[src/logic/zhxpu_pkg.sv]
package zhxpu_pkg;

	typedef logic [15:0] word_t;
	typedef logic [2:0] reg_addr_t;
	typedef logic [7:0] mem_addr_t;

	localparam int imem_depth = 256;
	localparam int dmem_depth = 256;
	localparam int reg_count = 8;

	// apb byte addresses
	localparam logic [11:0] addr_ctrl = 12'h000;
	localparam logic [11:0] addr_status = 12'h004;
	localparam logic [11:0] reg_base = 12'h040;
	localparam logic [11:0] imem_base = 12'h400;
	localparam logic [11:0] dmem_base = 12'h800;

	// instruction bits 15:11
	typedef enum logic [4:0] {
		op_nop = 5'd0,
		op_li = 5'd1,
		op_addiu = 5'd2,
		op_addu = 5'd3,
		op_subu = 5'd4,
		op_and = 5'd5,
		op_or = 5'd6,
		op_slt = 5'd7,
		op_lw = 5'd8,
		op_sw = 5'd9,
		op_beqz = 5'd10,
		op_b = 5'd11,
		op_halt = 5'd12
	} opcode_e;

	typedef enum logic [2:0] {
		alu_add,
		alu_sub,
		alu_and,
		alu_or,
		alu_slt,
		alu_pass_b
	} alu_op_e;

	typedef enum logic [1:0] {
		st_idle = 2'd0,
		st_run = 2'd1,
		st_halted = 2'd2
	} run_state_e;

	typedef struct packed {
		opcode_e op;
		alu_op_e alu_op;
		reg_addr_t rx;
		reg_addr_t ry;
		reg_addr_t wr_addr;
		word_t imm;
		logic use_imm;
		logic reg_write;
		logic mem_read;
		logic mem_write;
		logic branch_zero;
		logic jump;
		logic halt;
	} dec_t;

	typedef struct packed {
		logic start;
		logic imem_we;
		mem_addr_t imem_addr;
		word_t imem_wdata;
		reg_addr_t reg_addr;
		mem_addr_t dmem_addr;
	} dbg_req_t;

	typedef struct packed {
		run_state_e state;
		word_t pc;
		word_t reg_rdata;
		word_t dmem_rdata;
	} core_status_t;

	typedef struct packed {
		logic psel;
		logic penable;
		logic pwrite;
		logic [11:0] paddr;
		logic [31:0] pwdata;
	} apb_req_t;

	typedef struct packed {
		logic [31:0] prdata;
		logic pready;
		logic pslverr;
	} apb_rsp_t;

endpackage

[src/logic/debug_regs.sv]
`timescale 1ns/1ps

module debug_regs(
	input logic clk,
	input logic rst_n,
	input zhxpu_pkg::apb_req_t apb_req,
	output zhxpu_pkg::apb_rsp_t apb_rsp,
	input zhxpu_pkg::core_status_t status,
	output zhxpu_pkg::dbg_req_t dbg
);
	import zhxpu_pkg::*;

	logic access;
	logic aligned;
	logic is_ctrl;
	logic is_status;
	logic is_reg;
	logic is_imem;
	logic is_dmem;
	logic mapped;
	logic bad;
	logic err;
	logic wr_ok;
	logic [31:0] rdata;
	logic start_q;
	logic imem_we_q;
	mem_addr_t imem_addr_q;
	word_t imem_wdata_q;

	assign access = apb_req.psel & apb_req.penable;
	assign aligned = apb_req.paddr[1:0] == 2'b00;

	// region decode
	assign is_ctrl = apb_req.paddr == addr_ctrl;
	assign is_status = apb_req.paddr == addr_status;
	assign is_reg = aligned && (apb_req.paddr[11:5] == reg_base[11:5]);
	assign is_imem = aligned && (apb_req.paddr[11:10] == imem_base[11:10]);
	assign is_dmem = aligned && (apb_req.paddr[11:10] == dmem_base[11:10]);
	assign mapped = is_ctrl | is_status | is_reg | is_imem | is_dmem;

	// imem is locked while the program runs
	assign bad = !mapped
		| (apb_req.pwrite & (is_status | is_reg | is_dmem))
		| (!apb_req.pwrite & is_imem)
		| (apb_req.pwrite & is_imem & (status.state == st_run));
	assign err = access & bad;
	assign wr_ok = access & apb_req.pwrite & !err;

	always_comb begin
		rdata = '0;
		if (is_status)
			rdata = {status.pc, 14'b0, status.state};
		else if (is_reg)
			rdata = {16'b0, status.reg_rdata};
		else if (is_dmem)
			rdata = {16'b0, status.dmem_rdata};
	end

	assign apb_rsp.prdata = rdata;
	assign apb_rsp.pready = 1'b1;
	assign apb_rsp.pslverr = err;

	// one-cycle pulses toward the core
	always_ff @(posedge clk or negedge rst_n) begin
		if (!rst_n) begin
			start_q <= 1'b0;
			imem_we_q <= 1'b0;
		end else begin
			start_q <= wr_ok & is_ctrl & apb_req.pwdata[0];
			imem_we_q <= wr_ok & is_imem;
		end
	end

	always_ff @(posedge clk) begin
		if (wr_ok && is_imem) begin
			imem_addr_q <= apb_req.paddr[9:2];
			imem_wdata_q <= apb_req.pwdata[15:0];
		end
	end

	assign dbg.start = start_q;
	assign dbg.imem_we = imem_we_q;
	assign dbg.imem_addr = imem_addr_q;
	assign dbg.imem_wdata = imem_wdata_q;
	// readback indexes come straight from the bus address
	assign dbg.reg_addr = apb_req.paddr[4:2];
	assign dbg.dmem_addr = apb_req.paddr[9:2];

endmodule

[config.mk]
export PLATFORM = sky130hd
export DESIGN_NAME = debug_regs
export DESIGN_NICKNAME = d
export VERILOG_FILES = /design/src/logic/zhxpu_pkg.sv /design/src/logic/debug_regs.sv
export SDC_FILE = /design/constraint.sdc
export NUM_CORES = 1
export LEC_CHECK = 0
export ABC_CLOCK_PERIOD_IN_PS = 2570
export BUFFER_PORTS_ARGS = -buffer_cell sky130_fd_sc_hd__buf_2
export CAP_MARGIN = 25
export CORE_UTILIZATION = 30
export DETAILED_ROUTE_END_ITERATION = 8
export GPL_ROUTABILITY_DRIVEN = 1
export GPL_TIMING_DRIVEN = 0
export PLACE_DENSITY = 0.76
export SLEW_MARGIN = 40
export SYNTH_ARGS = -nofsm -noshare
export SYNTH_HDL_FRONTEND = slang
export SYNTH_SLANG_ARGS = --single-unit
[constraint.sdc]
create_clock -name clk -period 2.57 [get_ports clk]
set_input_delay 0.514 -clock clk [delete_from_list [all_inputs] [get_ports clk]]
set_output_delay 0.514 -clock clk [all_outputs]
set_load 0.05 [all_outputs]
==> out/metrics.sh <==
FINAL-HOLD-VIOLATION-COUNT=0
DIE-HEIGHT_UM=69.3
AREA_OF_THE_MAPPED_NETLIST_MM2=0.00136
ASYNCSETRESETFLOPFRACSYNTH_PCT=7.69
SYNTH_ENABLE_FLOP_CELLS=24
NUMBER_OF_GLOBAL_ROUTE_VIAS_BEFORE_REPAIR=1419
YOSYS.AREA.TOP_TYPE_SHARE_PCT=53.0
POST-ROUTE-MIN-PERIOD_PS=2600
VIAS=1459
PATH_CLK_SLEW_PS=80
CTS-HOLD-FIX-BUFFERS=0
PLACE_CONGESTION=0.810
CRITICALPATHCATEGORY='primary input to output pin'
SYNTH.AREA.TOP_CELLS='edfxtp_1 (53%), a22o_1 (10%), buf_4 (9.4%)'
DR_WL_CELL_UM=13.3
NUMBER_OF_BUFFERS_ADDED_BY_THE_CLOCK_TREE_SYNTHESIS_STEP=3
CP_DATA_ARRIVAL_TIME_PS=2090
MAX_SLEW.WORST_PIN.SLEW_PS=510
HOLD_CLASS='primary input to async pin'
AREA_GROW_SYN2LAYOUT_PCT=88.5
PLACED_CELLS_INCL_TAPS=314
YOSYS_REGISTER_BITS=26
SYNTH_TOP_FAMILY_BY_AREA='compound AO/OA/AOI/OAI gates'
CELLLEAKAGEPOWER_nW=1.28
NUMBER_OF_INSERTED_DIODES=0
PLACEDINSTANCEAREA_MM2=0.00222
DETAIL_ROUTE.WIRELENGTH_MM=4.29
SYNTH_XOR_XNOR_AREA_SHARE_PCT=0
FINAL_NET_COUNT=370
DESIGN_AREA_MM2=0.00256
FINAL.PERIOD_UTILIZATION_PCT=101
CRIT_FANOUT=8
SYNTH_ADDER_AREA_SHARE_PCT=0
IR_WORST_VDD_V=0.000148
SYNTHDISTINCTLIBCELLS=29
END_KIND='output pin'
SETUP-VIOLATIONS-FINAL=9
FINAL_ROUTED_DRC_VIOLATION_TOTAL=0
POSTSYNTHNETCOUNT=208
IO_PINS=170
HOLD-WORST-SLACK_PS=30.2
DRTITER0DRC=68
VIOLATIONS='negative setup slack'
CP-START-KIND='primary input'
FP.DIEAREA_MM2=0.00480
SYNTHCELLS=109
CTS_HTREE_LEVELS=1
WORST_EP_REQUIRED_TIME_PS=2060
FINAL-INSTANCE-COUNT-EXCL-FILL=322
YS_DOMINANT_REG_CELL='edfxtp_1'
STATUS='complete, but fails checks'
GRT_PASS1_WL_MM=6.41
PLACE.PORT_BUFFERS=152
SYNTH_MOST_COMMON_CELL='edfxtp_1'
TRITONCTS='built'
FINAL_CORE_UTILIZATION_PCT=58.8
TOTAL_POWER_mW=0.882
SLEW_HEADROOM_PCT=65.5
SYNTH_COMPOUND_AREA_SHARE_PCT=15.5
SYNTH-SIMPLE-AREA-SHARE_PCT=15.3
INITIAL_CELL_DENSITY_OF_THE_CORE_PCT=31.2
POST_SYNTH_MUX_AREA_SHARE_PCT=0
CORE_MM2=0.00435
DRT_FIRST_PASS_ITERS=4
SYNTH_WARNINGS=0
FP-ROW-COUNT=24
GRT_USAGE_PCT=16.5
SYNTH_AREA_PER_CELL_UM2=12.5
DRIVE_ABOVE_1_SHARE_PCT=72.2
NUMBER_OF_SINKS_ON_THE_CLOCK_NET=26
MAXSLEWVIOLCOUNT=0
RSZ0062_AT_GRT='true'
VIAS_PER_CELL=4.53
DPL.HPWL_MM=3.32
SYNTH.YOSYS.SEQ_AREA_SHARE_PCT=56.7
GR_OVFL_TOTAL=0
CLOCK.FMAX_MHz=384
GRT_START_MAX_NET_PINS=23
DIE_W_UM=69.3
SYNTH.CELLS.MOST_FREQUENT='edfxtp_1 (24), and2_1 (17), buf_4 (17)'
POWER_DENSITY_mW_PER_MM2=344
DRV.MAX_CAP_VIOLATION_COUNT=0
ANTENNA_FOUND_INITIAL=0
FINAL_SETUP_MARGIN_PS=-33.9
NUMBER_OF_NETS_STILL_FAILING_ANTENNA_CHECKS_AFTER_ROUTING=0
CLOCK-ROOT-BUFFER='clkbuf_8'
MAX-CLOCK-PATH-BUFFERS=2
NETLIST.TOP_CELL.BY_AREA='edfxtp_1'
final cells by class:
cell class	count	area, µm²
fill	375	1790
tap	52	65.1
multi-input combinational	60	459
buffer	21	170
inverter	2	7.51
sequential	26	771
clock buffer	4	45.0
timing repair buffer	157	1040
metal layers:
metal  GRT usage [%]  vias to the layer above  wire (µm)
met1            18.8                      641       1580
met2            31.8                      105       2300
li1                -                      711          -
met5               0                        -          0
met4            2.95                        0         22
met3            3.05                        2        391
state kept, by name, summed over array words and instances, names as in the netlist:
signal / flops
imem_we_q: 1
imem_wdata_q: 16
start_q: 1
imem_addr_q: 8
how the worst max path moves through the flow:
stage	start	to	slack (ps)	cells past startpoint
final	apb_req[40]	apb_rsp[8]	-30	7
after global routing	apb_req[40]	apb_rsp[8]	-90	7
after CTS	apb_req[39]	apb_rsp[26]	2	8
after detailed placement	apb_req[39]	apb_rsp[26]	-110	8
after global placement	apb_req[43]	imem_wdata_q[0]	-490	4
after floorplan	apb_req[43]	imem_addr_q[0]	60	3
through the flow:
| step | setup TNS, ps | setup WS, ps |
|---|---|---|
| after global placement | -14180 | -491 |
| after floorplan | 0 | 64.9 |
| after global routing | -911 | -86.5 |
| final | -143 | -33.9 |
| after detailed placement | -1880 | -109 |
| after CTS | 0 | 1.67 |
cell usage in the layout, fill, tap and decap left out, types with 2 or more instances in the layout:
cell	count
buf_8	12
buf_4	19
and2_1	7
clkbuf_8	3
buf_2	124
nand2_1	3
o21ai_0	2
clkbuf_4	3
and2_4	10
buf_6	17
a22o_1	16
nand3_1	2
dfrtp_1	2
inv_1	2
edfxtp_1	24
a21o_1	2
repair_timing:
item | CTS | global route
buffers inserted | 0 | 2
gates resized for setup | 49 | 31
setup endpoints to repair | 23 | 25
pin swaps | 0 | 6
cloned | 0 | 2
power breakdown:
group	internal [mW]	switching [mW]	total, mW
logic	0.0873	0.112	0.199
registers	0.464	0.000411	0.464
clock network	0.110	0.108	0.219
total	0.661	0.221	0.882
cell families (layout without fill, tap and decap cells):
kind of cell | Yosys count | count (layout)
buf+inv | 23 | 184
compound gates | 26 | 26
simple gates | 33 | 33
flops | 26 | 26
other cells | 1 | 1
worst max-delay path, stage by stage:
cell       delay, ps
buf_8            100
or4_4            560
and4bb_1         320
buf_6            150
clkbuf_16        140
a22o_1           140
buf_6            160
(Power assumes the default switching activity.)
